--- config.mk ---
export PLATFORM = sky130hd
export DESIGN_NAME = section_buffer
export DESIGN_NICKNAME = d
export VERILOG_FILES = /design/src/logic/mover_pkg.sv /design/src/logic/section_buffer.sv
export VERILOG_INCLUDE_DIRS = /design/src /design/src/logic
export SDC_FILE = /design/constraint.sdc
export NUM_CORES = 1
export LEC_CHECK = 0
export BUFFER_PORTS_ARGS = -buffer_cell sky130_fd_sc_hd__clkbuf_2
export CELL_PAD_IN_SITES_DETAIL_PLACEMENT = 2
export CELL_PAD_IN_SITES_GLOBAL_PLACEMENT = 2
export CORE_MARGIN = 2
export CORE_UTILIZATION = 48
export DETAILED_ROUTE_END_ITERATION = 10
export PLACE_DENSITY_LB_ADDON = 0.1
export SLEW_MARGIN = 10
export SYNTH_ARGS = -nofsm -noshare
export SYNTH_HDL_FRONTEND = slang
export SYNTH_SLANG_ARGS = --single-unit
--- constraint.sdc ---
create_clock -name CLK -period 3.7 [get_ports CLK]
set_input_delay 0.185 -clock CLK [delete_from_list [all_inputs] [get_ports CLK]]
set_output_delay 0.185 -clock CLK [all_outputs]
set_load 0.02 [all_outputs]
--- src/logic/mover_defs.svh ---
// ----------------------------------------
// sizes and timing of the block mover, fixed at build time
// MOVER_MEM_LAT must be 2 or more, depth a power of two
// ----------------------------------------
`ifndef MOVER_DEFS_SVH
`define MOVER_DEFS_SVH

// ----------------------------------------
// data path
// ----------------------------------------
`define MOVER_ADDR_W      12   // word address, 4096 words
`define MOVER_WORD_W      16   // one memory word
`define MOVER_CNT_W       6    // word count, 1..63

// ----------------------------------------
// memory and buffer timing
// ----------------------------------------
`define MOVER_MEM_LAT     3    // request to returned word
`define MOVER_SEC_DEPTH   16   // words per section

// full while free places < margin
// covers read latency, flag lag and one pair
`define MOVER_FULL_MARGIN 8

`endif

--- src/logic/mover_pkg.sv ---
// ----------------------------------------
// bus structs shared by the mover blocks
// ----------------------------------------
`default_nettype none

`include "mover_defs.svh"

package mover_pkg;

  // host command, one strobe per move
  typedef struct packed {
    logic [`MOVER_ADDR_W-1:0] addr;     // first word, any alignment
    logic [`MOVER_CNT_W-1:0]  count;    // words wanted
    logic [1:0]               section;  // target buffer section
  } move_cmd_t;

  // one word read per strobe
  typedef struct packed {
    logic                     valid;
    logic [`MOVER_ADDR_W-1:0] addr;
  } mem_req_t;

  typedef struct packed {
    logic                     valid;  // word returned this cycle
    logic [`MOVER_WORD_W-1:0] word;
  } mem_rsp_t;

  typedef struct packed {
    logic                     valid;
    logic [1:0]               section;
    logic [`MOVER_WORD_W-1:0] word;
  } buf_wr_t;

  typedef struct packed {
    logic                    busy;
    logic                    done;         // single cycle
    logic                    abrupt_stop;  // valid from done on
    logic [`MOVER_CNT_W-1:0] count;        // words written to the buffer
  } move_stat_t;

endpackage

`default_nettype wire

--- src/logic/section_buffer.sv ---
// ----------------------------------------
// four circular sections, one write and one drain per cycle
// writes to a section with no free place are lost
// ----------------------------------------
`timescale 1ns/1ps
`default_nettype none

`include "mover_defs.svh"

module section_buffer (
  input  wire                       CLK,
  input  wire                       RST,
  input  wire mover_pkg::buf_wr_t   buf_wr,
  input  wire                       drain,
  input  wire [1:0]                 drain_sec,
  output logic [`MOVER_WORD_W-1:0]  drain_word,
  output logic                      drain_valid,
  output logic [3:0]                sec_full
);

  localparam int PTR_W = $clog2(`MOVER_SEC_DEPTH);
  localparam int OCC_W = PTR_W + 1;

  logic [`MOVER_WORD_W-1:0] store [0:4*`MOVER_SEC_DEPTH-1];  // {section, ptr}
  logic [PTR_W-1:0]         wr_ptr [0:3];
  logic [PTR_W-1:0]         rd_ptr [0:3];
  logic [OCC_W-1:0]         occ    [0:3];  // 0..depth
  logic [3:0]               wr_hit;        // accepted write per section
  logic [3:0]               rd_hit;        // accepted drain per section

  // ----------------------------------------
  // per-section decode and status
  // ----------------------------------------
  always_comb
  begin
    for (int i = 0; i < 4; i++)
    begin
      wr_hit[i]   = buf_wr.valid && (buf_wr.section == 2'(i))
                    && (occ[i] != OCC_W'(`MOVER_SEC_DEPTH));
      rd_hit[i]   = drain && (drain_sec == 2'(i)) && (occ[i] != '0);
      sec_full[i] = (OCC_W'(`MOVER_SEC_DEPTH) - occ[i]) < OCC_W'(`MOVER_FULL_MARGIN);
    end
  end

  // ----------------------------------------
  // storage and drain data
  // ----------------------------------------
  always_ff @(posedge CLK)
  begin
    if (|wr_hit)
      store[{buf_wr.section, wr_ptr[buf_wr.section]}] <= buf_wr.word;
    drain_word <= store[{drain_sec, rd_ptr[drain_sec]}];  // next cycle
  end

  // ----------------------------------------
  // pointers and occupancy
  // ----------------------------------------
  always_ff @(posedge CLK)
  begin
    if (!RST)
    begin
      drain_valid <= 1'b0;
      for (int i = 0; i < 4; i++)
      begin
        wr_ptr[i] <= '0;
        rd_ptr[i] <= '0;
        occ[i]    <= '0;
      end
    end
    else
    begin
      drain_valid <= |rd_hit;  // low for an empty section
      for (int i = 0; i < 4; i++)
      begin
        if (wr_hit[i])
          wr_ptr[i] <= wr_ptr[i] + 1'b1;  // wraps at depth
        if (rd_hit[i])
          rd_ptr[i] <= rd_ptr[i] + 1'b1;
        if (wr_hit[i] && !rd_hit[i])
          occ[i] <= occ[i] + 1'b1;
        else if (!wr_hit[i] && rd_hit[i])
          occ[i] <= occ[i] - 1'b1;
      end
    end
  end

endmodule

`default_nettype wire

Word-level counts from Yosys, hierarchy flattened
Memory sizes are Yosys's and may differ from the RTL's. A register that Yosys moved wholly into a read port is not among the register bits.
Index checks and enable logic that the tools add are counted.
{"block": "word_totals", "reg_bits": 1, "latchBits": 0, "ramBits": 1076, "mem_bits_ro": 0, "inputBits": 24, "elab_cells": 166, "n_memories": 4}
{"block": "op_classes", "addsub": 20, "multipliers": 0, "div": 0, "order_cmp": 4, "n_eq_ne": 10, "shift": 0, "muxes": 71, "n_bitwise": 16, "n_reduce_logical": 40}
{"memory": "store", "depth": 64, "width": 16, "rd": 1, "rd_ports_with_merged_regs": 1, "wr": 1, "line": "section_buffer.sv:24", "source": "logic [`MOVER_WORD_W-1:0] store [0:4*`MOVER_SEC_DEPTH-1];"}
{"memory": "occ", "depth": 4, "width": 5, "rd": 4, "rd_ports_with_merged_regs": 0, "wr": 4, "line": "section_buffer.sv:27", "source": "logic [OCC_W-1:0] occ [0:3];"}
{"memory": "rd_ptr", "depth": 4, "width": 4, "rd": 5, "rd_ports_with_merged_regs": 0, "wr": 4, "line": "section_buffer.sv:26", "source": "logic [PTR_W-1:0] rd_ptr [0:3];"}
{"memory": "wr_ptr", "depth": 4, "width": 4, "rd": 5, "rd_ports_with_merged_regs": 0, "wr": 4, "line": "section_buffer.sv:25", "source": "logic [PTR_W-1:0] wr_ptr [0:3];"}
{"cell": "$mux W1", "n": 55}
{"cell": "$mux W5", "n": 8}
{"cell": "$add A4 B1 Y4 const B", "n": 8}
{"cell": "$mux W4", "n": 8}
{"cell": "$logic_and A1 B1 Y1", "n": 24}
{"cell": "$add A5 B1 Y5 const B", "n": 4}
{"cell": "$lt A5 B4 Y1 const B", "n": 4}
{"cell": "$ne A5 B5 Y1 const B", "n": 4}
{"cell": "$reduce_bool A5 Y1", "n": 4}
{"cell": "$sub A5 B1 Y5 const B", "n": 4}
{"cell": "$sub A5 B5 Y5 const A", "n": 4}
{"cell": "$or A1 B1 Y1", "n": 16}
{"cell": "$eq A2 B2 Y1 const B", "n": 4}
{"cell": "$logic_not A1 Y1", "n": 8}
{"cell": "$reduce_or A4 Y1", "n": 2}
{"cell": "$eq A2 B1 Y1 const B", "n": 2}
{"cell": "$logic_not A2 Y1", "n": 2}

Depth between registers and ports, before layout
{"block": "logic_depth", "word_depth": 10, "depth_mapped": 13, "ltp_nobuf": 12}

Worst setup path before layout
OpenSTA, ideal clock, no wires.
{"block": "synth_timing", "path_kind": "flip-flop to flip-flop", "start": "mem occ[1][0] (netlist name)", "end": "mem occ[1][4] (netlist name), data pin", "setup_time_ps": 255, "arrival_ps": 2630, "setup_slack_ps": 816, "path_stages_with_launch": 12, "period_less_slack_ps": 2884, "path_cell_list": "edfxtp_1 nor4_1 ha_1 and3b_1 nand2_1 nor2_1 fa_1 a21o_1 a21oi_1 xnor2_1 o21ai_0 and2_1"}
{"item": "start: declaration", "line": "section_buffer.sv:27"}

==> impl_summary.log <==
INFO  metric finalSetupViolations = 0
INFO  metric number_of_global_route_vias_before_repair = 29838
INFO  metric slowest_cp_cell = mux4_4
INFO  metric clkSlewWorstSetupHoldPaths = 70 ps
INFO  metric pwr-share-seq = 0.482
INFO  metric cell_internal_pwr = about 22 mW
INFO  metric rrSetupSlack = 20 ps
INFO  metric clkPwrFrac = 0.417
INFO  metric clock_tree.htree_level_count = 3
INFO  metric share_comb_of_total_power = 0.101
INFO  metric clock_sink_count = 1093
INFO  metric first_iter_violations = 3017
INFO  metric post_route_cells_drive_above_1_share = 0.143
INFO  metric slew_violations = 0
INFO  metric rr_endpoint = drain_word[5]
INFO  metric cts_tree = yes
INFO  metric report.power.total = 28.8 mW
INFO  metric outcome = complete, no violations
INFO  metric drt_pass1_iterations = 5
INFO  metric cts.hold.buffers_added = 0
INFO  metric finish.utilization = 0.553
INFO  metric ws_path_type = reg -> reg
INFO  metric syn_inst = 2760
INFO  metric timing.critical_path.fanout_max = 19
INFO  metric power.leakage = 17.0 nW
INFO  metric start_util = 0.485
INFO  metric drt.antenna.violating_nets = 0
INFO  metric grt_start_max_net_pins = 78
INFO  metric critical_path.reg2reg.startpoint = rd_ptr[3][0]
INFO  metric post_drt_via_cell_ratio = 6.46
INFO  metric globalRouteTotalUtil = 0.327
INFO  metric post_synthesis_cell_area = 44400 sq um
INFO  metric clock_latency = 710 ps
INFO  metric powerDensity = 567 nW/um^2
INFO  metric switching_share = 0.252
INFO  metric top_level_ports = 45
INFO  metric final.hold.worst_slack = 141 ps
INFO  metric timing.hold.worst_path_depth = 3
INFO  metric drv_cap = 0
INFO  metric buffer_ports.inserted = 44
INFO  metric grt_first_pass_wirelength = 220 mm
INFO  metric startpoint_type = flip-flop
INFO  metric netlist.area_leader.share = 0.727
INFO  metric dpl_cell_area = 47000 sq um
INFO  metric final.fill_count = 8030
INFO  metric ys.warnings.count = 0
INFO  metric timing.reg2reg.worst_path_depth = 10
INFO  metric final_min_period_over_clock_period = 0.994
INFO  metric synth.net_count = 2815
INFO  metric die_x = ~310 microns
INFO  metric list_of_most_frequent_post_synthesis_cells = edfxtp_1, mux2i_1, nand2_1, a211oi_1, a311oi_1
INFO  metric holdCritPathClass = in -> reg
INFO  metric finalClockSkew = 29.3 ps
INFO  metric tritoncts.num_buffers = roughly 110
INFO  metric hpwlAfterDp = 89.5 mm
INFO  metric design.die.area = 95000 sq um
INFO  metric wirelength = 155 mm
INFO  metric min_delay_worst_endpoint = drain_valid
INFO  metric vdd_ir_drop_max = 419 uV
INFO  metric detail_route.wl_per_cell = 36.7 microns
INFO  metric rows = 111
INFO  metric dieHeight = 308 microns
INFO  metric ys_ff_latch = 1093
INFO  metric cell_with_the_most_instances_after_synthesis = edfxtp_1
INFO  metric yosys.area.top_type = edfxtp_1
INFO  metric tightestPinTransition = 1400 ps
INFO  metric synth_edf_count = between 1000 and 1500
INFO  metric floorplan.core_area = 91700 sq um
INFO  metric post_route_cell_area = 50700 sq um
INFO  metric totalNegativeSetupSlack = 0 ps
INFO  metric grt_setup_unrepaired = false
INFO  metric synth_top_cells_by_area = edfxtp_1, mux2i_1, a311oi_1
INFO  metric clk_path_buf_depth = 3
INFO  metric synth_ff_type = edfxtp_1
INFO  metric switchingPower = 7.25 mW
INFO  metric synth-seq-area-share = 0.735
INFO  metric syn_to_final_growth = 14.1%
INFO  metric crit_path_max_incr_delay = 810 ps
INFO  metric worst-endpoint-required = 4240 ps
INFO  metric arrival_time_at_the_worst_endpoint = 4220 ps
INFO  metric grt_antenna_before_repair = 7
INFO  metric worstPathCellList = mux4_4 -> buf_12 -> buf_12 -> buf_4 -> and2_1 -> a211oi_1 -> a311oi_1 -> nor4_1 -> buf_4 -> a221oi_2
INFO  metric hp-start = drain
INFO  metric min_period = 3680 ps
INFO  metric synth.avg_cell_area = between 15 and 20 sq um
INFO  metric via_count = between 20000 and 30000
INFO  metric routabilityCongestion = slightly above 0.8
INFO  metric drc = 0
INFO  metric fmax = around 0.27 GHz
INFO  metric yosys.cell_types.count = 51
INFO  metric design.final.nets = around 3000
INFO  metric grt-ovfl-total = 0
INFO  metric clk_root_buffer_cell = clkbuf_16
INFO  metric critical_path.endpoint_type = flip-flop
INFO  metric timing.slew.headroom = 0.0677
INFO  metric synth_async_sr_flop_share = 0
INFO  metric report.final.hold_viol_count = 0
## layer usage
| metal | global-route usage | vias to the layer above | share of wire |
|---|---|---|---|
| li1 | - | 11176 | - |
| met1 | 0.430 | 14598 | 0.41 |
| met2 | 0.550 | 1225 | 0.49 |
| met3 | 0.0495 | 311 | 0.063 |
| met4 | 0.127 | 2 | 0.040 |
| met5 | 0 | - | 0.00011 |
## how the worst max path moves through the flow
stage | endpoint | cells after the start | startpoint | slack (ps)
2_1_floorplan | occ[1][4] | 11 | occ[1][0] | 820
3_3_place_gp | drain_word[5] | 11 | drain_sec[1] | 140
3_5_place_dp | drain_word[5] | 11 | drain_sec[1] | 8
4_1_cts | drain_word[5] | 10 | rd_ptr[3][0] | 40
5_1_grt | drain_word[4] | 8 | rd_ptr[3][0] | 7
6_report | drain_word[5] | 10 | rd_ptr[3][0] | 20
## critical path: cells and delay by family, from the launching register on
kind	cells	cell delay, ps
AO/OA/AOI/OAI	3	410
buffers and inverters	4	900
flip-flops	1	500
multiplexers	1	810
AND/OR/NAND/NOR	2	850
## cell families after synthesis
family,after synthesis,share of synthesized area
AO/OA/AOI/OAI,385,0.0697
buffers and inverters,187,0.0219
flip-flops,1093,0.735
XOR/XNOR,29,0.00571
AND/OR/NAND/NOR,638,0.0670
adder cells (fa/ha/maj),31,0.00923
multiplexers,397,0.0918
## cell usage in the layout (no fill, tap or decap), types with 8 or more instances in the layout
| master | n |
|---|---|
| and3_1 | 10 |
| and2_0 | 49 |
| nand2_1 | 296 |
| xnor2_1 | 16 |
| clkinv_2 | 20 |
| nor2_1 | 106 |
| a311oi_1 | 128 |
| buf_4 | 185 |
| ha_1 | 28 |
| a221oi_2 | 10 |
| o41a_1 | 17 |
| edfxtp_1 | 1076 |
| and2_1 | 84 |
| nor4_1 | 33 |
| o22ai_1 | 65 |
| a21oi_1 | 8 |
| clkbuf_1 | 23 |
| clkinv_1 | 27 |
| bufinv_16 | 16 |
| nand3_1 | 16 |
| mux2i_1 | 388 |
| inv_1 | 11 |
| dfxtp_1 | 17 |
| a211oi_1 | 129 |
| buf_12 | 16 |
| nand2b_1 | 17 |
| xor2_1 | 13 |
| clkbuf_16 | 115 |
| clkbuf_2 | 42 |
## area by class of cell
class,count,area [sq um],share of cell area
clock buffer,140,2990,0.0590
sequential,1093,32700,0.644
timing repair buffer,245,1930,0.0380
antenna,1,2.50,0.0000493
clock inverter,72,753,0.0148
inverter,11,41.3,0.000814
multi-input combinational,1480,10900,0.214
tap,1186,1480,0.0293
## power by group through the flow
stage                     sequential [mW]  combinational (mW)  clock (mW)
after floorplan                      14.1                1.47           0
after global placement               14.1                2.62           0
after detailed placement             14.1                2.79           0
after CTS                            13.9                2.88        12.1
after global routing                 13.9                3.03        12.5
final                                13.9                2.90        12.0
## state kept, by name (all words and copies together) (netlist names)
signal / cells
drain_valid: 1
drain_word: 16
occ: 20
rd_ptr: 16
store: 1024
wr_ptr: 16
## metrics by stage
step | setup WS [ps] | instances
floorplan | 816 | 2760
global placement | 138 | 4015
detailed placement | 7.85 | 4015
CTS | 39.4 | 4227
global route | 6.81 | 4227
finish | 22.2 | 4228
## repair_timing
item / in CTS / in global routing
buffers inserted: 0 / 0
setup endpoints to repair: 0 / 2
gates resized for setup: 0 / 2
Note: power is estimated with default switching activity, not from simulation.
