==> config.mk <==
export PLATFORM = sky130hd
export DESIGN_NAME = mover_timer
export DESIGN_NICKNAME = d
export VERILOG_FILES = /design/src/logic/mover_pkg.sv /design/src/logic/mover_timer.sv
export VERILOG_INCLUDE_DIRS = /design/src /design/src/logic
export SDC_FILE = /design/constraint.sdc
export NUM_CORES = 1
export LEC_CHECK = 0
export ABC_AREA = 0
export BUFFER_PORTS_ARGS = -buffer_cell sky130_fd_sc_hd__buf_2
export CAP_MARGIN = 15
export CORE_AREA = 2 2 57 59
export CTS_BUF_LIST = sky130_fd_sc_hd__clkbuf_4
export CTS_CLUSTER_SIZE = 24
export DETAILED_ROUTE_END_ITERATION = 8
export DIE_AREA = 0 0 59 61
export GPL_ROUTABILITY_DRIVEN = 0
export MAX_ROUTING_LAYER = met4
export PLACE_DENSITY = 0.81
export SYNTH_ARGS = -nofsm -noshare
export SYNTH_HDL_FRONTEND = slang
export SYNTH_SLANG_ARGS = --single-unit
export TNS_END_PERCENT = 50
==> constraint.sdc <==
create_clock -name CLK -period 2.06 [get_ports CLK]
set_input_delay 0 -clock CLK [delete_from_list [all_inputs] [get_ports CLK]]
set_output_delay 0 -clock CLK [all_outputs]
set_load 0.05 [all_outputs]
==> src/logic/mover_defs.svh <==
// ----------------------------------------
// sizes and timing of the block mover, fixed at build time
// MOVER_MEM_LAT must be 2 or more, depth a power of two
// ----------------------------------------
`ifndef MOVER_DEFS_SVH
`define MOVER_DEFS_SVH

// ----------------------------------------
// data path
// ----------------------------------------
`define MOVER_ADDR_W      12   // word address, 4096 words
`define MOVER_WORD_W      16   // one memory word
`define MOVER_CNT_W       6    // word count, 1..63

// ----------------------------------------
// memory and buffer timing
// ----------------------------------------
`define MOVER_MEM_LAT     3    // request to returned word
`define MOVER_SEC_DEPTH   16   // words per section

// full while free places < margin
// covers read latency, flag lag and one pair
`define MOVER_FULL_MARGIN 8

`endif

==> src/logic/mover_pkg.sv <==
// ----------------------------------------
// bus structs shared by the mover blocks
// ----------------------------------------
`default_nettype none

`include "mover_defs.svh"

package mover_pkg;

  // host command, one strobe per move
  typedef struct packed {
    logic [`MOVER_ADDR_W-1:0] addr;     // first word, any alignment
    logic [`MOVER_CNT_W-1:0]  count;    // words wanted
    logic [1:0]               section;  // target buffer section
  } move_cmd_t;

  // one word read per strobe
  typedef struct packed {
    logic                     valid;
    logic [`MOVER_ADDR_W-1:0] addr;
  } mem_req_t;

  typedef struct packed {
    logic                     valid;  // word returned this cycle
    logic [`MOVER_WORD_W-1:0] word;
  } mem_rsp_t;

  typedef struct packed {
    logic                     valid;
    logic [1:0]               section;
    logic [`MOVER_WORD_W-1:0] word;
  } buf_wr_t;

  typedef struct packed {
    logic                    busy;
    logic                    done;         // single cycle
    logic                    abrupt_stop;  // valid from done on
    logic [`MOVER_CNT_W-1:0] count;        // words written to the buffer
  } move_stat_t;

endpackage

`default_nettype wire

==> src/logic/mover_timer.sv <==
// ----------------------------------------
// filters returned words into buffer writes
// relies on in-order returns and a stable section per move
// ----------------------------------------
`timescale 1ns/1ps
`default_nettype none

`include "mover_defs.svh"

module mover_timer (
  input  wire                       CLK,
  input  wire                       RST,
  input  wire                       tim_load,
  input  wire                       skip_head,
  input  wire                       trim_tail,
  input  wire [`MOVER_CNT_W-1:0]    reads_issued,
  input  wire [1:0]                 section,
  input  wire mover_pkg::mem_rsp_t  mem_rsp,
  output mover_pkg::buf_wr_t        buf_wr,
  output logic                      drain_done,
  output logic [`MOVER_CNT_W-1:0]   count_sent
);

  logic                   skip_q;
  logic                   trim_q;
  logic [`MOVER_CNT_W:0]  rx_cnt;     // words returned so far
  logic [`MOVER_CNT_W:0]  rx_total;   // two words per issued pair
  logic                   is_first;
  logic                   is_last;
  logic                   drop;

  // while reads continue the issued pairs run ahead of the returns,
  // so is_last only fires once the controller has stopped
  assign rx_total = {reads_issued, 1'b0};
  assign is_first = (rx_cnt == '0);
  assign is_last  = (rx_cnt + 1'b1) == rx_total;
  assign drop     = (is_first && skip_q) || (is_last && trim_q);

  assign buf_wr.valid   = mem_rsp.valid && !drop;
  assign buf_wr.section = section;
  assign buf_wr.word    = mem_rsp.word;

  assign drain_done = mem_rsp.valid && is_last && (reads_issued != '0);

  always_ff @(posedge CLK)
  begin
    if (!RST)
    begin
      skip_q     <= 1'b0;
      trim_q     <= 1'b0;
      rx_cnt     <= '0;
      count_sent <= '0;
    end
    else if (tim_load)  // new move
    begin
      skip_q     <= skip_head;
      trim_q     <= trim_tail;
      rx_cnt     <= '0;
      count_sent <= '0;
    end
    else
    begin
      if (mem_rsp.valid)
        rx_cnt <= rx_cnt + 1'b1;
      if (buf_wr.valid)
        count_sent <= count_sent + 1'b1;  // words that reached the buffer
    end
  end

endmodule

`default_nettype wire

* Word-level counts from Yosys, hierarchy flattened
Index checks and enable logic that the tools add are counted.
Operators by class: shift operators 0, reductions and logical operators 10, bitwise operators 1, equal/unequal tests 1, $add $sub $neg 2, magnitude comparators 0, multiply operators 0, muxes and demuxes 0, div/mod/pow operators 0
Operators with widths (count):
- 7-bit by 1-bit adder with 7-bit output, second input constant | 1
- 7-bit equality test | 1
- 7-bit zero test | 1
- 6-bit by 1-bit adder with 6-bit output, second input constant | 1
- 6-bit nonzero test | 1
- 1-bit logical AND | 5
- 2-bit OR reduction | 1
- 1-bit zero test | 1
- 1-bit logical OR | 1
- 1-bit inverter | 1
Word-level totals: ROM bits 0, bits of input ports 30, output and inout bits 26, memories 0, bits in latches 0, register bits after elaboration 15, logic and storage cells 18, bits in writable memories 0

* Logic depth before layout (Yosys ltp)
Gate-level depths: netlist (run 1).
depth after elaboration 6, depth in mapped cells 8, gate-level depth less buffers 7

* Worst setup path after synthesis (run 1)
Ideal clock, no wire load.
path kind register to output, start reg rx_cnt[0], end out drain_done, required time 2.060 ns, buffers on the path 0, stages on the path, launching flop included 7, arrival time 2.204 ns, setup slack -0.144 ns, path through dfxtp_1 ha_1 nor2b_1 or4b_1 a31oi_4 nand4_1 nor2_1
Between the ends: cells in the longest elaborated chain, start to end 4
Ends and longest elaborated chain:
- start: declaration | line mover_timer.sv:26 | logic [`MOVER_CNT_W:0] rx_cnt;
- start signal: assignment | line mover_timer.sv:64 | rx_cnt <= rx_cnt + 1'b1;
- 7-bit by 1-bit adder with 7-bit output | line mover_timer.sv:36 | assign is_last = (rx_cnt + 1'b1) == rx_total;
- 7-bit equality test | line mover_timer.sv:36
- 1-bit logical AND (2 in a row) | line mover_timer.sv:43 | assign drain_done = mem_rsp.valid && is_last && (reads_issued != '0);
- end: declaration | line mover_timer.sv:20 | output logic drain_done,
Every way passes these cells.

==> results.sh, run 1 <==
export IMPL_status="complete, but fails checks"
export IMPL_violations="setup timing"
export IMPL_clkSinkCount=15
export IMPL_synth_yosys_seq_area_share_pct=26.6
export IMPL_path_max_fanout=7
export IMPL_synthFlopType="dfxtp_1"
export IMPL_yosysTopAreaCell="dfxtp_1"
export IMPL_use_met1_pct=17.0
export IMPL_die_h_um=61
export IMPL_tightest_slew_ps=488
export IMPL_r2r_slack_ps=-70
export IMPL_cts_root_buf="clkbuf_4"
export IMPL_dieArea_mm2=0.00360
export IMPL_pin_count=56
export IMPL_drt_wl_total_um=2630
export IMPL_grt_max_degree=13
export IMPL_gr_total_overflow=0
export IMPL_coreArea_mm2=0.00295
export IMPL_hold_viol=0
export IMPL_maxCapViolations=0
export IMPL_final_cells=188
export IMPL_period_needed_ps=2180
export IMPL_clock_skew_ps=0.697
export IMPL_p_per_area_mw_per_mm2=434
export IMPL_ir_worst_vdd_mv=0.356
export IMPL_grt_pass1_wl_um=4090
export IMPL_yosysWarnings=0
export IMPL_end_kind="output port"
export IMPL_ys_types=39
export IMPL_setup_viol=7
export IMPL_dieWidth_um=59
export IMPL_final_max_slew_violation_count=0
export IMPL_ant_nets=0
export IMPL_cts_made_buffers=3
export IMPL_grt_use_met3_pct=3.41
export IMPL_hpwl_um=1740
export IMPL_synth_edf_count=0
export IMPL_fin_ws_ps=-116
export IMPL_r2r_end="count_sent[3]"
export IMPL_rsz0062_at_grt="true"
export IMPL_worstSetupPathType="flip-flop to output port"
export IMPL_antenna_found_initial=0
export IMPL_use_met2_pct=27.3
export IMPL_leakagePower_nw=0.562
export IMPL_htreeDepth=1
export IMPL_area_growth_pct=17.9
export IMPL_avgRoutedWirePerCell_um=14.0
export IMPL_synth_avg_cell_area_um2=8.19
export IMPL_cts_tree="done"
export IMPL_grt_busiest_layer="met2"
export IMPL_drtIter0Drc=48
export IMPL_min_to="buf_wr[13]"
export IMPL_startpoint_type="flip-flop"
export IMPL_nets=189
export IMPL_fmax_mhz=460
export IMPL_final_common_cell="buf_2"
export IMPL_grt_pass1_vias=960
export IMPL_port_buffers=19
export IMPL_syn_cell_area_mm2=0.00113
export IMPL_firstDrtPassIters=4
export IMPL_vias_per_cell=5.47
export IMPL_worst_r2r_cell_count=9
export IMPL_slew_headroom_pct=67.5
export IMPL_place_ws_ps=-95.3
export IMPL_worstPathRequired_ps=2060
export IMPL_holdCritStartpoint="mem_rsp[13]"
export IMPL_clock_latency_ps=290
export IMPL_clk_transition_reported_paths_ps=90
export IMPL_synth_top_cell_area_share_pct=26.6
export IMPL_critPathArrivalTime_ps=2180
export IMPL_syn_nets=171
export IMPL_layout_common_cells="17 x buf_2, 14 x nor2_1, 12 x buf_4, 11 x dfxtp_1"
export IMPL_drive_gt1_share_pct=34.8
export IMPL_ys_top_cells_by_area="dfxtp_1 27%, buf_4 12%, xor2_1 5.4%, nor2_1 5.0%, mux2i_1 3.5%"
export IMPL_dpl_cell_count=172
export IMPL_num_vias=1029
export IMPL_diodes=0
export IMPL_start_util_pct=38.3
export IMPL_track_usage_pct=15.5
export IMPL_reg2reg_from="rx_cnt[0]"
export IMPL_drc=0
export IMPL_ys_ff_latch=15
export IMPL_timing_final_crit_share_pct=106
export IMPL_hold_path_depth=0
export IMPL_rows=20
export IMPL_clockBufferDepth=2
export IMPL_async_flop_share_pct=0
export IMPL_syn_inst=138
export IMPL_hold_path_class="input port to output port"
==> synth_stat cells, types with 2 or more instances <==
| cell type | instances |
|---|---|
| a21o_1 | 2 |
| a21oi_1 | 4 |
| buf_2 | 2 |
| buf_4 | 18 |
| buf_6 | 2 |
| clkbuf_1 | 2 |
| dfxtp_1 | 15 |
| ha_1 | 3 |
| inv_1 | 7 |
| mux2i_1 | 4 |
| nand2_1 | 7 |
| nand2b_1 | 3 |
| nand3_1 | 7 |
| nand4_1 | 6 |
| nor2_1 | 15 |
| nor2b_1 | 4 |
| o21ai_0 | 3 |
| o31ai_1 | 2 |
| or4_1 | 3 |
| xnor2_1 | 4 |
| xor2_1 | 7 |
==> how the worst max path moves through the flow <==
stage / start / end / cells after the start
after floorplan: rx_cnt[0] / count_sent[1] / 7
after global placement: rx_cnt[0] / count_sent[5] / 7
after detailed placement: rx_cnt[0] / count_sent[3] / 7
after CTS: rx_cnt[0] / drain_done / 7
after global routing: rx_cnt[0] / buf_wr[18] / 7
final: rx_cnt[0] / buf_wr[18] / 7
==> cell families after synthesis <==
| group | Yosys count | synth area share [%] |
|---|---|---|
| AND/OR/NAND/NOR | 52 | 24.5 |
| flip-flops | 15 | 26.6 |
| adder cells (fa/ha/maj) | 3 | 3.32 |
| AO/OA/AOI/OAI | 22 | 15.7 |
| multiplexers | 4 | 3.54 |
| buffers and inverters | 31 | 17.8 |
| XOR/XNOR | 11 | 8.53 |
==> sequential cells by signal, indices dropped and copies added (netlist names) <==
name / flops
rx_cnt: 7
skip_q: 1
count_sent: 6
trim_q: 1
==> power by group <==
group	switching, mW	leakage, nW	internal [mW]
registers	0.00499	0.124	0.294
clock network	0.102	0.0177	0.0722
logic	0.0563	0.421	0.0480
total	0.163	0.562	0.414
==> what timing repair did <==
item	4_1_cts	5_1_grt
gates cloned	0	0
pin swaps	7	6
hold buffers	3	0
resized for setup	13	8
endpoints found under the hold margin	2	0
buffers inserted	5	4
setup endpoints to repair	8	8
==> critical path: stages, from the launching register on <==
cell	delay, ps
dfxtp_4	370
ha_4	180
nor2b_4	130
or4b_4	520
a31oi_4	240
o2111a_2	250
nor2_1	60
buf_6	150
==> cell type report <==
type,instances,area [µm²]
clock buffer,3,22.5
clock inverter,1,5.00
fill,297,1620
inverter,7,26.3
multi-input combinational,92,668
sequential,15,308
tap,33,41.3
timing repair buffer,37,262
==> routing by layer <==
metal | share of wire [%] | wire (µm)
met5 | 0 | 0
met4 | 1.5 | 40
met3 | 5.3 | 139
met2 | 53 | 1390
met1 | 40 | 1070
==> metrics by stage <==
step	hold WS, ps	util [%]	setup TNS (ps)	power (mW)	cell area (µm²)
after floorplan	128	-	0	0.454	1130
after global placement	0.341	38.6	-103	0.387	1140
after detailed placement	0.341	38.6	-515	0.389	1140
after CTS	0.341	43.3	-236	0.573	1280
after global routing	0.0809	45.1	-1090	0.601	1330
final	0.0220	45.1	-441	0.578	1330
Power figures use the tool's default switching activity.
==> run 2: changes to the inputs <==
--- a/config.mk
+++ b/config.mk
@@ -16,4 +16,5 @@
 export DIE_AREA = 0 0 59 61
 export GPL_ROUTABILITY_DRIVEN = 0
+export GPL_TIMING_DRIVEN = 0
 export MAX_ROUTING_LAYER = met4
 export PLACE_DENSITY = 0.81
==> constraint.sdc (replaced) <==
create_clock -name CLK -period 2.06 [get_ports CLK]
set_input_delay 0.103 -clock CLK [delete_from_list [all_inputs] [get_ports CLK]]
set_output_delay 0.103 -clock CLK [all_outputs]
set_load 0.05 [all_outputs]
==> run 2 against run 1 <==
The flow still finishes with violations (setup timing). Fmax is 4.6% lower. Flip-flop and latch count stayed put. Non-clock buffer count is 28 higher. Die area stayed put. Power is 20% higher. First-iteration DRC count is 46% lower. Clock power is 5% higher. Combinational power is 100% higher. Critical path type unchanged.
==> results.sh, run 2 (synthesis gave the netlist of run 1 again) <==
export IMPL_status="complete, but fails checks"
export IMPL_violations="setup timing"
export IMPL_drc=0
export IMPL_hold_path_class="input port to flip-flop"
export IMPL_avgRoutedWirePerCell_um=12.4
export IMPL_drtIter0Drc=26
export IMPL_fin_ws_ps=-221
export IMPL_cts_tree="done"
export IMPL_antenna_found_initial=0
export IMPL_port_buffers=36
export IMPL_top_regs="rx_cnt: 7 flops, count_sent: 6 flops"
export IMPL_ant_nets=0
export IMPL_period_needed_ps=2280
export IMPL_final_max_slew_violation_count=0
export IMPL_drive_gt1_share_pct=47.5
export IMPL_crit_chain="buf_4, buf_6, nand2_1, or4_1, a211oi_2, o2111a_2, nor2_2, buf_6"
export IMPL_rows=20
export IMPL_slew_headroom_pct=64.1
export IMPL_utilization_pct=51.6
export IMPL_ir_worst_vdd_mv=0.369
export IMPL_num_vias=1132
export IMPL_rsz0062_at_grt="true"
export IMPL_critPathArrivalTime_ps=2180
export IMPL_hpwl_um=1880
export IMPL_layout_common_cells="36 x buf_2, 23 x buf_4, 12 x nor2_1, 12 x dfxtp_1"
export IMPL_cts_made_buffers=3
export IMPL_hold_viol=0
export IMPL_clock_latency_ps=290
export IMPL_fmax_mhz=438
export IMPL_clockBufferDepth=2
export IMPL_path_max_fanout=9
export IMPL_timing_final_crit_share_pct=111
export IMPL_worst_r2r_cell_count=9
export IMPL_area_growth_pct=34.8
export IMPL_clock_skew_ps=4.89
export IMPL_drt_wl_total_um=2690
export IMPL_clkSinkCount=15
export IMPL_cts_root_buf="clkbuf_4"
export IMPL_die_h_um=61
export IMPL_setup_viol=6
export IMPL_maxCapViolations=0
export IMPL_worstSetupPathType="flip-flop to output port"
export IMPL_dieArea_mm2=0.00360
export IMPL_coreArea_mm2=0.00295
export IMPL_fillCellCount=289
export IMPL_crit_slowest_cell="or4_1"
export IMPL_fin_area_mm2=0.00152
export IMPL_largest_register_ffs=7
export IMPL_firstDrtPassIters=4
export IMPL_final_cells=216
export IMPL_nets=217
export IMPL_p_per_area_mw_per_mm2=454
export IMPL_startpoint_type="flip-flop"
export IMPL_seqCellArea_um2=304
export IMPL_tightest_slew_ps=537
export IMPL_vias_per_cell=5.24
export IMPL_pin_count=56
export IMPL_worstPathRequired_ps=1960
export IMPL_start_util_pct=38.3
export IMPL_hold_path_depth=2
export IMPL_final_common_cell="buf_2"
export IMPL_htreeDepth=1
export IMPL_gr_total_overflow=0
export IMPL_dpl_cell_area_mm2=0.00136
export IMPL_dieWidth_um=59
export IMPL_cp_num_buf_inv=3
export IMPL_end_kind="output port"
export IMPL_leakagePower_nw=0.675
export IMPL_diodes=0
export IMPL_top_register="rx_cnt"
export IMPL_dpl_cell_count=207
export IMPL_clk_transition_reported_paths_ps=100
export IMPL_cpLargestDelayFamily="compound AO/OA/AOI/OAI gates"
export IMPL_track_usage_pct=15.2
export IMPL_grt_pass1_vias=976
export IMPL_multi_input_comb_area_um2=714
export IMPL_path_common_cell="buf_6"
export IMPL_grt_max_degree=11
export IMPL_crit_cells=8
export IMPL_max_stage_delay_ps=420
export IMPL_grt_pass1_wl_um=4100
==> run 2: cell types whose count changed in the layout (fill, tap and decap cells not counted), sizes merged <==
cell         change
buf             +29
dlygate4sd3      -3
clkbuf           +2
==> run 2: repair_timing <==
action                     4_1_cts  5_1_grt
resized for setup               13       10
setup buffers                    4        1
setup endpoints to repair        8        8
pin swaps                       11        7
hold buffers                     0        0
==> run 2: worst register-to-register path: cells and delay by family, from the launching register on <==
family	cells	cell delay, ps
buffers and inverters	3	420
DFF	1	350
and+or+nand+nor	2	650
AOI/OAI and AO/OA	4	760
==> run 2: layout make-up <==
class / count / share of cell area [%]
Tap cell: 33 / 2.71
Clock buffer: 3 / 1.48
Clock inverter: 1 / 0.329
Buffer: 24 / 11.5
Timing Repair Buffer: 41 / 15.4
Multi-Input combinational cell: 92 / 46.9
Inverter: 7 / 1.73
Sequential cell: 15 / 20.0
==> run 2: path summary, 6_finish.rpt <==
check | from | endpoint | slack [ps]
worst max-delay path | rx_cnt[0] | buf_wr[18] | -220
worst min-delay path | RST | trim_q | 60
worst max register to register | rx_cnt[0] | count_sent[4] | -190
worst min register to register | count_sent[5] | count_sent[5] | 480
==> run 2: through the flow <==
step / power [mW] / TNS [ps] / setup slack, ps / hold WS, ps
after CTS: 0.681 / -872 / -215 / 51.9
after detailed placement: 0.496 / -1460 / -272 / 358
after global routing: 0.721 / -1460 / -278 / 77.4
after global placement: 0.493 / -1090 / -204 / 355
final: 0.691 / -971 / -221 / 56.6
after floorplan: 0.454 / 0 / 50.0 / 231
==> run 2: layer usage <==
metal / part of all wire (%) / vias to the layer above / routed length (µm) / global-route usage [%]
li1: - / 555 / - / -
met1: 43 / 531 / 1150 / 17.8
met2: 50 / 40 / 1340 / 26.2
met3: 5.1 / 6 / 137 / 2.77
met4: 2.2 / 0 / 60 / 5.19
met5: 0 / - / 0 / -
==> run 2: report_power, final <==
group / switching, mW / total, mW / internal [mW]
clock: 0.110 / 0.182 / 0.0722
combinational: 0.134 / 0.210 / 0.0754
sequential: 0.00451 / 0.300 / 0.295
