$ cat config.mk
export PLATFORM = sky130hd
export DESIGN_NAME = mover_ctrl
export DESIGN_NICKNAME = d
export VERILOG_FILES = /design/src/logic/mover_pkg.sv /design/src/logic/mover_ctrl.sv
export VERILOG_INCLUDE_DIRS = /design/src /design/src/logic
export SDC_FILE = /design/constraint.sdc
export NUM_CORES = 1
export LEC_CHECK = 0
export BUFFER_PORTS_ARGS = -buffer_cell sky130_fd_sc_hd__buf_2
export CORE_ASPECT_RATIO = 0.8
export CORE_MARGIN = 4
export CORE_UTILIZATION = 37
export CTS_BUF_LIST = sky130_fd_sc_hd__clkbuf_8
export CTS_CLUSTER_SIZE = 8
export DETAILED_ROUTE_END_ITERATION = 8
export PLACE_DENSITY_LB_ADDON = 0.15
export SETUP_SLACK_MARGIN = 0.5
export SYNTH_ARGS = -nofsm -noshare
export SYNTH_HDL_FRONTEND = slang
export SYNTH_SLANG_ARGS = --single-unit
$ cat constraint.sdc
create_clock -name CLK -period 3.62 [get_ports CLK]
set_input_delay 0.362 -clock CLK [delete_from_list [all_inputs] [get_ports CLK]]
set_output_delay 0.362 -clock CLK [all_outputs]
set_load 0.03 [all_outputs]
$ cat src/logic/mover_defs.svh
// ----------------------------------------
// sizes and timing of the block mover, fixed at build time
// MOVER_MEM_LAT must be 2 or more, depth a power of two
// ----------------------------------------
`ifndef MOVER_DEFS_SVH
`define MOVER_DEFS_SVH

// ----------------------------------------
// data path
// ----------------------------------------
`define MOVER_ADDR_W      12   // word address, 4096 words
`define MOVER_WORD_W      16   // one memory word
`define MOVER_CNT_W       6    // word count, 1..63

// ----------------------------------------
// memory and buffer timing
// ----------------------------------------
`define MOVER_MEM_LAT     3    // request to returned word
`define MOVER_SEC_DEPTH   16   // words per section

// full while free places < margin
// covers read latency, flag lag and one pair
`define MOVER_FULL_MARGIN 8

`endif

$ cat src/logic/mover_pkg.sv
// ----------------------------------------
// bus structs shared by the mover blocks
// ----------------------------------------
`default_nettype none

`include "mover_defs.svh"

package mover_pkg;

  // host command, one strobe per move
  typedef struct packed {
    logic [`MOVER_ADDR_W-1:0] addr;     // first word, any alignment
    logic [`MOVER_CNT_W-1:0]  count;    // words wanted
    logic [1:0]               section;  // target buffer section
  } move_cmd_t;

  // one word read per strobe
  typedef struct packed {
    logic                     valid;
    logic [`MOVER_ADDR_W-1:0] addr;
  } mem_req_t;

  typedef struct packed {
    logic                     valid;  // word returned this cycle
    logic [`MOVER_WORD_W-1:0] word;
  } mem_rsp_t;

  typedef struct packed {
    logic                     valid;
    logic [1:0]               section;
    logic [`MOVER_WORD_W-1:0] word;
  } buf_wr_t;

  typedef struct packed {
    logic                    busy;
    logic                    done;         // single cycle
    logic                    abrupt_stop;  // valid from done on
    logic [`MOVER_CNT_W-1:0] count;        // words written to the buffer
  } move_stat_t;

endpackage

`default_nettype wire

$ cat src/logic/mover_ctrl.sv
// ----------------------------------------
// accepts one move at a time, reads whole aligned pairs
// stop check only at pair ends, commands while busy are dropped
// ----------------------------------------
`timescale 1ns/1ps
`default_nettype none

`include "mover_defs.svh"

module mover_ctrl (
  input  wire                         CLK,
  input  wire                         RST,
  input  wire                         cmd_issue,
  input  wire mover_pkg::move_cmd_t   cmd,
  input  wire [3:0]                   sec_full,
  input  wire                         drain_done,
  output mover_pkg::mem_req_t         mem_req,
  output logic                        tim_load,
  output logic                        skip_head,
  output logic                        trim_tail,
  output logic [`MOVER_CNT_W-1:0]     reads_issued,
  output logic [1:0]                  cur_section,
  output logic                        abrupt_stop,
  output logic                        done,
  output logic                        busy
);

  typedef enum logic [1:0] {IDLE, READING, DRAINING} state_t;

  state_t                    state;
  logic [`MOVER_ADDR_W-1:0]  rd_addr;      // next word to read
  logic [`MOVER_CNT_W-1:0]   pairs_left;   // incl. the pair in progress
  logic                      second_word;  // odd half of a pair
  logic                      stop_seen;    // full flag cut the move
  logic [`MOVER_CNT_W:0]     pair_sum;     // count + odd + 1, one bit wider
  logic                      odd_start;
  logic                      sel_full;

  // ----------------------------------------
  // command decode
  // ----------------------------------------
  assign odd_start = cmd.addr[0];
  assign pair_sum  = {1'b0, cmd.count} + {{`MOVER_CNT_W{1'b0}}, odd_start} + 1'b1;

  assign tim_load  = cmd_issue && (state == IDLE);  // accept cycle only
  assign skip_head = odd_start;                     // word before start
  assign trim_tail = cmd.count[0] ^ odd_start;      // word after the end

  assign sel_full = sec_full[cur_section];

  assign mem_req.valid = (state == READING);  // one word per cycle
  assign mem_req.addr  = rd_addr;

  // ----------------------------------------
  // move sequencing
  // ----------------------------------------
  always_ff @(posedge CLK)
  begin
    if (!RST)
    begin
      state        <= IDLE;
      pairs_left   <= '0;
      second_word  <= 1'b0;
      stop_seen    <= 1'b0;
      reads_issued <= '0;
      cur_section  <= 2'd0;
      abrupt_stop  <= 1'b0;
      done         <= 1'b0;
      busy         <= 1'b0;
    end
    else
    begin
      done <= 1'b0;  // strobe
      case (state)
        IDLE:
        begin
          if (cmd_issue)
          begin
            state        <= READING;
            busy         <= 1'b1;
            rd_addr      <= {cmd.addr[`MOVER_ADDR_W-1:1], 1'b0};  // round down
            cur_section  <= cmd.section;
            pairs_left   <= pair_sum[`MOVER_CNT_W:1];             // round up
            second_word  <= 1'b0;
            stop_seen    <= 1'b0;
            reads_issued <= '0;
            abrupt_stop  <= 1'b0;
          end
        end
        READING:
        begin
          rd_addr     <= rd_addr + 1'b1;
          second_word <= !second_word;
          if (second_word)  // pair complete
          begin
            reads_issued <= reads_issued + 1'b1;
            pairs_left   <= pairs_left - 1'b1;
            if (pairs_left == 1)
              state <= DRAINING;  // all pairs read
            else if (sel_full)
            begin
              state     <= DRAINING;  // section nearly full, cut short
              stop_seen <= 1'b1;
            end
          end
        end
        DRAINING:
        begin
          if (drain_done)  // last word written this cycle
          begin
            state       <= IDLE;
            busy        <= 1'b0;
            done        <= 1'b1;
            abrupt_stop <= stop_seen;
          end
        end
        default:
          state <= IDLE;
      endcase
    end
  end

endmodule

`default_nettype wire

-- Word level (Yosys, flattened, before mapping)
Cells that the tools add are included.
- equality and inequality tests: 9
- add/sub/neg operators: 5
- $lt $le $gt $ge: 1
- muxes and demuxes: 28
- bitwise logic cells: 1
- reductions and logical operators: 13
- operator list (kind ; count):
    6-bit 2-to-1 mux ; 4
    12-bit case mux with 2 select lines ; 1
    6-bit case mux with 2 select lines ; 2
    12-bit by 1-bit adder with 12-bit output, second input constant ; 1
    12-bit 2-to-1 mux ; 1
    2-bit 2-to-1 mux ; 5
    1-bit 2-to-1 mux ; 9
    3-bit AND reduction ; 3
    1-bit case mux with 2 select lines ; 4
    6-bit by 1-bit adder with 7-bit output ; 1
    7-bit by 1-bit adder with 7-bit output, second input constant ; 1
    6-bit by 1-bit adder with 6-bit output, second input constant ; 1
    6-bit by 1-bit == test with 1-bit output, second input constant ; 1
    2-bit inequality test, second input constant ; 3
    2-bit case mux with 3 select lines ; 1
    2-bit AND reduction ; 3
    6-bit by 1-bit subtractor with 6-bit output, second input constant ; 1
    5-bit AND reduction ; 1
    2-bit by 1-bit inequality test with 1-bit output, second input constant ; 2
    4-bit AND reduction ; 1
    2-bit nonzero test ; 2
    2-bit by 3-bit less-than comparator with 1-bit output, second input constant ; 1
    3-bit by 1-bit inequality test with 1-bit output, second input constant ; 1
    1-bit binary-select mux with 2-bit select ; 1
    6 further kinds ; 6
- register bits after elaboration: 33
- output and inout port bits: 27
- input bits: 28

-- Logic depth before layout (Yosys ltp)
Gate-level depths: netlist (run 1).
- word-level depth: 6
- gate-level depth with buffers: 8
- mapped depth without buffers: 8

-- Least setup slack after synthesis (run 1)
No wires, ideal clock.
- path kind: register -> register
- start: register rd_addr[0]
- end: register rd_addr[10] (data pin)
- data required time: 3.353 ns
- cell stages (with the launch flop): 6
- data arrival time: 1.470 ns
- path slack: 1.883 ns
- library setup time: 0.267 ns
- cells stage by stage: edfxtp_1 > ha_1 > nand3_1 > nor4_1 > xnor2_1 > o21ai_0
- word-level cells in the longest chain between the ends: 2
- RTL lines (what ; line ; RTL):
    from (decl) ; mover_ctrl.sv:31 ; logic [`MOVER_ADDR_W-1:0] rd_addr;
    from (signal assigned) ; mover_ctrl.sv:81 ; rd_addr <= {cmd.addr[`MOVER_ADDR_W-1:1], 1'b0};
    from (signal assigned) ; mover_ctrl.sv:92 ; rd_addr <= rd_addr + 1'b1;
    12-bit by 1-bit adder with 12-bit output ; mover_ctrl.sv:92 ;
    12-bit case mux with 2 select lines ; mover_ctrl.sv:74 ; case (state)
No other way between the ends.
A chain may end at the register's enable or synchronous reset.

==> results.md, run 1 <==
- First-pass GRT wire length: 6810 um
- RSZ-0062 raised after global routing: false
- Final Setup Violations: 0
- Total number of vias: roughly 1.6k
- Post-synth EDFFs: 12
- Area Overhead vs Synth: 23.1%
- Yosys top cell by area: dfxtp_1
- Reg power frac: between 40% and 50%
- Initial DRC count: around 120
- Hold path startpoint: cmd[0]
- Simple-gate portion of the synthesized area: 23.1%
- Horiz. Die Dim: roughly 87 um
- Pwr dens: ~460 nW/um^2
- Final Max Tran Viols: 0
- Share of the synthesized area in the top cell type: 22.6%
- Clk_skew: approximately 0.010 ns
- Cell row count: 22
- Crit. Startpoint: state[1]
- Setup TNS Final: 0 ns
- Compound-Gate Fraction of Synth Area: between 10% and 20%
- Vias in the first global route: 1,428
- Net switching power: 292 uW
- Final wirelength: between 4000 and 5000 um
- Initial Util: 39.3%
- Critical path fanouts, max: 29
- Critical path's slowest cell: dfxtp_1
- Final instance area: 2290 um^2
- Crit path time final: 2.30 ns
- CP Data Arrival Time: 1.94 ns
- WL/cell: 12.8 um
- Total gr overflow: 0
- Worst VDD drop: 0.000232 V
- Worst setup SP type: register
- R2r endpoint: pairs_left[5]
- Max_slew headroom: 33.8%
- R2R setup slack: roughly 1.7 ns
- Crit end category: output port
- Final worst path period share: 63.6%
- YS warnings: 0
- Cell Area, Placed: 2160 um^2
- Post-CTS Hold Fix Bufs: 0
- Worst EP required: 3.26 ns
- Clock sink count: 33
- GRT Total Usage: 13.8%
- Antenna-violating nets left: 0
- Cells after synthesis: about 210
- Vias per cell: 5.01
- Tightest Pin Transition: 0.989 ns
- # IOs: 55
- Top post-synthesis cells by area: dfxtp_1, edfxtp_1, xnor2_1
- Syn Nets: 246
- Reg2Reg Launch Point: state[1]
- Clock transition at path regs: around 0.070 ns
- Int Pwr: approximately 760 uW
- Longest Clk Path Bufs: 2
- Post-Synth Adder-Cell Area: approximately 4.0%
- Synth Flop Type: dfxtp_1
- Sw frac: 27.6%
- Final hold vios: 0
- Layout cells sized above 1: 26.4%
- Leak Pwr: 0.000941 uW
- Syn Area/Cell: ~8.8 um^2
- Reg area: roughly 800 um^2
- Min-delay worst type: in -> reg
- Achievable frequency: roughly 430 MHz
- Status: finished, final reports clean
- Chip height: 71.4 um
- Die area: about 6200 um^2
- Comb pwr share: 19.2%
- Nets: 298
- Crit Path Class: reg -> out
- Filler cells: 469
- Max stage delay on crit path: roughly 0.69 ns
- Postcts setup bufs: 0
- Root Driver: clkbuf_8
- Reg2Reg Depth: 6
- Final GP Congestion: 0.821
- CTS Buf Count: 5
- Count of state elements after synthesis: 33
- Most frequent cell after synthesis: nand2_1
- Largest net degree at the start of global routing: 30
- Sequential share of the synthesized area: 42.0%
- Max H-tree Level: 2
- CP Cell Sequence: nand2b_1, buf_4, inv_1, buf_2
- Worst Setup EP: mem_req[12]
- Drc violations: 0
- Setup ws final: around 1.3 ns
- Initial antenna violation count: 0
- Area of the core: between 4000 and 5000 um^2
- Setup Slack @ Placement: 1.44 ns
- CTS resizes: 0
- Footprint of the multi-input gates: roughly 980 um^2
- Synth cell types: 48
- PortBufs: 54
- Clock network fraction of total power: approximately two fifths
- Post-Synth XOR/XNOR Area: 8.47%
- DP Wirelength: 3160 um
- Synth top cells by count: nand2_1, dfxtp_1, nor2_1, o21ai_0, xnor2_1
- Antenna diodes: 0
- Maxcap violations: 0
- Asr flop ratio synth: 0%
- TritonCTS clock tree: yes
- Number of detailed-route iterations in the first pass: 4
- Worst-Skew Late Latency: 0.29 ns
- Largest family of logic cells by synthesized area: simple AND/OR/NAND/NOR gates
- Mapped Area: 1860 um^2
- Mux share of post-synthesis cell area: about 3.5%
==> cell type report <==
cell class	instances	share of cell area, %
sequential	33	34.1
tap	60	3.28
timing repair buffer	55	12.1
clock inverter	3	2.84
inverter	11	1.80
multi-input combinational	158	42.9
clock buffer	5	3.00
==> worst max-delay path, delay by kind of cell (launching register included) <==
kind / cells / cell delay (ns)
buffers and inverters: 3 / 0.78
flip-flops: 1 / 0.69
AND/OR/NAND/NOR: 1 / 0.18
==> metal layers <==
layer  track usage [%]  wire, um  up-vias
met4              5.62        60        0
li1                  -         -      848
met3              4.25       285        7
met2              18.2      1700       48
met1              20.4      2120      725
met5                 0         0        -
==> flip-flops by register name, indices dropped and copies added (netlist names) <==
register / cells
reads_issued: 6
second_word: 1
busy: 1
abrupt_stop: 1
stop_seen: 1
cur_section: 2
rd_addr: 12
pairs_left: 6
done: 1
state: 2
==> how the worst min path moves through the flow <==
| stage | endpoint | cells past startpoint |
|---|---|---|
| 2_1_floorplan | pairs_left[1] | 2 |
| 3_3_place_gp | pairs_left[1] | 2 |
| 3_5_place_dp | pairs_left[1] | 2 |
| 4_1_cts | cur_section[0] | 3 |
| 5_1_grt | cur_section[0] | 3 |
| 6_report | cur_section[0] | 3 |
==> per-stage QoR <==
stage / total power [uW] / utilization, % / hold slack, ns / instances
3_3_place_gp: 654 / 45.6 / 0.499 / 317
5_1_grt: 1110 / 48.4 / 0.330 / 325
2_1_floorplan: 595 / - / 0.455 / 212
3_5_place_dp: 654 / 45.6 / 0.495 / 317
4_1_cts: 1070 / 48.4 / 0.302 / 325
6_report: 1060 / 48.4 / 0.310 / 325
==> layout by cell type (no fill, tap or decap), types with 8 or more instances in the layout <==
master / count
a21oi_1: 8
o21ai_0: 18
edfxtp_1: 12
xnor2_1: 15
nand2_1: 30
nand3_1: 8
dfxtp_1: 21
inv_1: 10
buf_2: 54
nor2_1: 21
==> power by group through the flow <==
stage	clock [uW]	combinational [uW]	sequential [uW]
finish	412	202	442
global route	437	225	447
CTS	422	204	442
detailed placement	0	203	450
global placement	0	203	451
floorplan	0	126	469
==> kinds of logic after synthesis <==
| logic type | count (synthesis) |
|---|---|
| XOR/XNOR | 18 |
| AND/OR/NAND/NOR | 88 |
| flip-flops | 33 |
| AO/OA/AOI/OAI | 42 |
| multiplexers | 4 |
| adder cells (fa/ha/maj) | 6 |
| buffers and inverters | 21 |
No activity file was read; power rests on OpenSTA's default activity.
==> run 2: changes to the inputs <==
- clock period: 3.62 -> 2.2 ns (I/O delays scaled with it)
==> run 2 against run 1 <==
  * Power grew 48%
  * Global-route usage up 1.3 points
  * Setup slack worse by 0.78 ns
  * Hold slack worse by 0.14 ns
  * Design area grew 2.2%
  * Combinational power up 78%
  * Critical path depth is 2 higher
  * Critical endpoint is now pairs_left[4]
==> results.md, run 2 (synthesis gave the netlist of run 1 again) <==
- Status: finished, final reports clean
- Hold WS: 0.174 ns (-0.136 ns)
- CP Data Arrival Time: 1.83 ns (-0.11 ns)
- Critical path fanouts, max: 4 (-86%)
- Reg2Reg Launch Point: pairs_left[0]
- Die area: 6230 um^2 (unchanged)
- Initial antenna violation count: 0 (unchanged)
- Final wirelength: 4440 um (+6.4%)
- Total number of vias: 1,676 (+2.9%)
- Max stage delay on crit path: 0.43 ns (-0.26 ns)
- Placed cells: 322 (+1.6%)
- Critical path's slowest cell: or3b_2
- Number of detailed-route iterations in the first pass: 4 (unchanged)
- Crit end category: register
- Initial DRC count: 85 (-30%)
- GRT Total Usage: 15.1% (+1.3 points)
- Min-Delay Path Depth: 3 (unchanged)
- Vias in the first global route: 1,614 (+13%)
- Final hold vios: 0 (unchanged)
- Reg power frac: 46.7% (+4.9 points)
- Clock network fraction of total power: 30.3% (-8.7 points)
- Filler cells: 475 (+1.3%)
- Final Max Tran Viols: 0 (unchanged)
- Top reg by flops: rd_addr
- Initial Util: 39.3% (unchanged)
- Hold Path End: cur_section[0]
- R2r endpoint: pairs_left[4]
- RSZ-0062 raised after global routing: true
- Antenna-violating nets left: 0 (unchanged)
- Footprint of the multi-input gates: 1020 um^2 (+3.6%)
- Post-CTS Hold Fix Bufs: 0 (unchanged)
- Cell row count: 22 (unchanged)
- WL/cell: 13.4 um (+4.1%)
- Final GP Congestion: 0.777 (-5.5%)
- Maxcap violations: 0 (unchanged)
- Max H-tree Level: 2 (unchanged)
- First-pass GRT wire length: 7530 um (+11%)
- Sw frac: 31.1% (+3.5 points)
- Root Driver: clkbuf_8
- DP Wirelength: 3270 um (+3.3%)
- Vias per cell: 5.05 (+0.78%)
- Pwr Total: 1560 uW (+48%)
- TritonCTS clock tree: yes
- Int Pwr: 1070 uW (+40%)
- Horiz. Die Dim: 87.3 um (unchanged)
- Setup Slack @ Placement: 0.523 ns (-0.917 ns)
- Non-filler cells, final: 332 (+2.2%)
- Largest net degree at the start of global routing: 20 (-33%)
- Net switching power: 485 uW (+66%)
- Worst VDD drop: 0.000279 V (+20%)
- Drc violations: 0 (unchanged)
- Crit path time final: 1.66 ns
- Min-delay worst type: in -> reg
- Worst EP required: 2.37 ns (-0.89 ns)
- Most common cell after layout, fill and taps aside: buf_2
- Antenna diodes: 0 (unchanged)
- Leak Pwr: 0.000954 uW (+1.3%)
- Pwr dens: 665 nW/um^2 (+44%)
- PortBufs: 54 (unchanged)
- Reg2Reg Depth: 6 (unchanged)
- # IOs: 55 (unchanged)
- Worst-Skew Late Latency: 0.28 ns (about the same)
- Largest regs: rd_addr x12, pairs_left x6, reads_issued x6
- Crit Path Class: reg -> reg
- Clock sink count: 33 (unchanged)
- Achievable frequency: 603 MHz
- Clk_skew: 0.0146 ns (+0.00427 ns)
- Worst setup SP type: register
- Layout cells sized above 1: 30.9% (+4.5 points)
- Final Setup Violations: 0 (unchanged)
- Area Overhead vs Synth: 25.9%
- Commonest cells after routing, fill and taps aside: buf_2, nand2_1, nor2_1, dfxtp_1, o21ai_0
- Total gr overflow: 0 (unchanged)
- Reg area: 782 um^2 (+0.16%)
- Area of the core: 4730 um^2 (unchanged)
- Max reg flops: 12 (unchanged)
- Setup TNS Final: 0 ns (unchanged)
- Nets: 305 (+2.3%)
- R2R setup slack: 0.54 ns (-1.13 ns)
- Setup ws final: 0.542 ns (-0.776 ns)
- Max_slew headroom: 61.3% (+28 points)
- Hold path startpoint: cmd[0]
- CTS Buf Count: 5 (unchanged)
- Clock transition at path regs: 0.07 ns (about the same)
- CP Cell Sequence: inv_1, ha_4, or3b_2, a211oi_1, o22ai_1, o2bb2ai_1
- Tightest Pin Transition: 0.574 ns (-0.415 ns)
- Longest Clk Path Bufs: 2 (unchanged)
- Comb pwr share: 23.0% (+3.8 points)
- Chip height: 71.4 um (unchanged)
- Final worst path period share: 75.4%
-- run 2: cell count changes in the layout (fill, tap and decap cells not counted), moves of 2 or more --
cell	previous run	this run
ha_1	6	4
buf_4	1	8
bufinv_16	2	0
nor4_1	3	1
nor4_2	1	3
-- run 2: through the flow --
stage	util, %	area, um^2
6_report	49.5	2340
3_3_place_gp	46.5	2200
4_1_cts	48.9	2320
3_5_place_dp	46.5	2200
5_1_grt	49.5	2340
2_1_floorplan	-	1870
-- run 2: critical path: cells and delay by family (launching register included) --
kind            cells  cell delay [ns]
compound gates      3             0.49
simple gates        1             0.43
flops               1             0.34
fa+ha+maj           1             0.16
buf+inv             1             0.13
-- run 2: power by group through the flow --
stage | registers (uW) | clock network (uW) | logic, uW
3_3_place_gp | 738 | 0 | 342
6_report | 727 | 472 | 359
4_1_cts | 727 | 485 | 354
5_1_grt | 734 | 517 | 406
2_1_floorplan | 772 | 0 | 209
3_5_place_dp | 740 | 0 | 344
-- run 2: per-layer routing --
| layer | part of all wire (%) | vias up | GRT usage, % |
|---|---|---|---|
| li1 | - | 858 | - |
| met1 | 49 | 766 | 22.2 |
| met2 | 41 | 47 | 21.4 |
| met3 | 8.2 | 5 | 4.37 |
| met4 | 1.2 | 0 | 4.09 |
| met5 | 0 | - | 0 |
-- run 2: worst max path at each step --
stage	slack (ns)	to	start	cells past startpoint
after floorplan	0.53	rd_addr[8]	rd_addr[0]	5
after CTS	0.50	pairs_left[4]	pairs_left[0]	6
after global routing	0.46	rd_addr[9]	rd_addr[0]	4
after detailed placement	0.52	pairs_left[4]	pairs_left[0]	6
final	0.54	pairs_left[4]	pairs_left[0]	6
after global placement	0.55	pairs_left[4]	pairs_left[0]	6
-- run 2: area by class of cell --
class / instances / area share [%]
multi-input cells: 158 / 43.4
repair buffers: 62 / 14.1
well taps: 60 / 3.21
clock buffers: 6 / 3.53
clock inverters: 2 / 0.427
flip-flops and latches: 33 / 33.4
inverters: 11 / 1.92
-- run 2: timing repair --
action                     4_1_cts  5_1_grt
buffers inserted                 2        0
pin swaps                        0        2
setup endpoints to repair        2        4
resized for setup                2        5
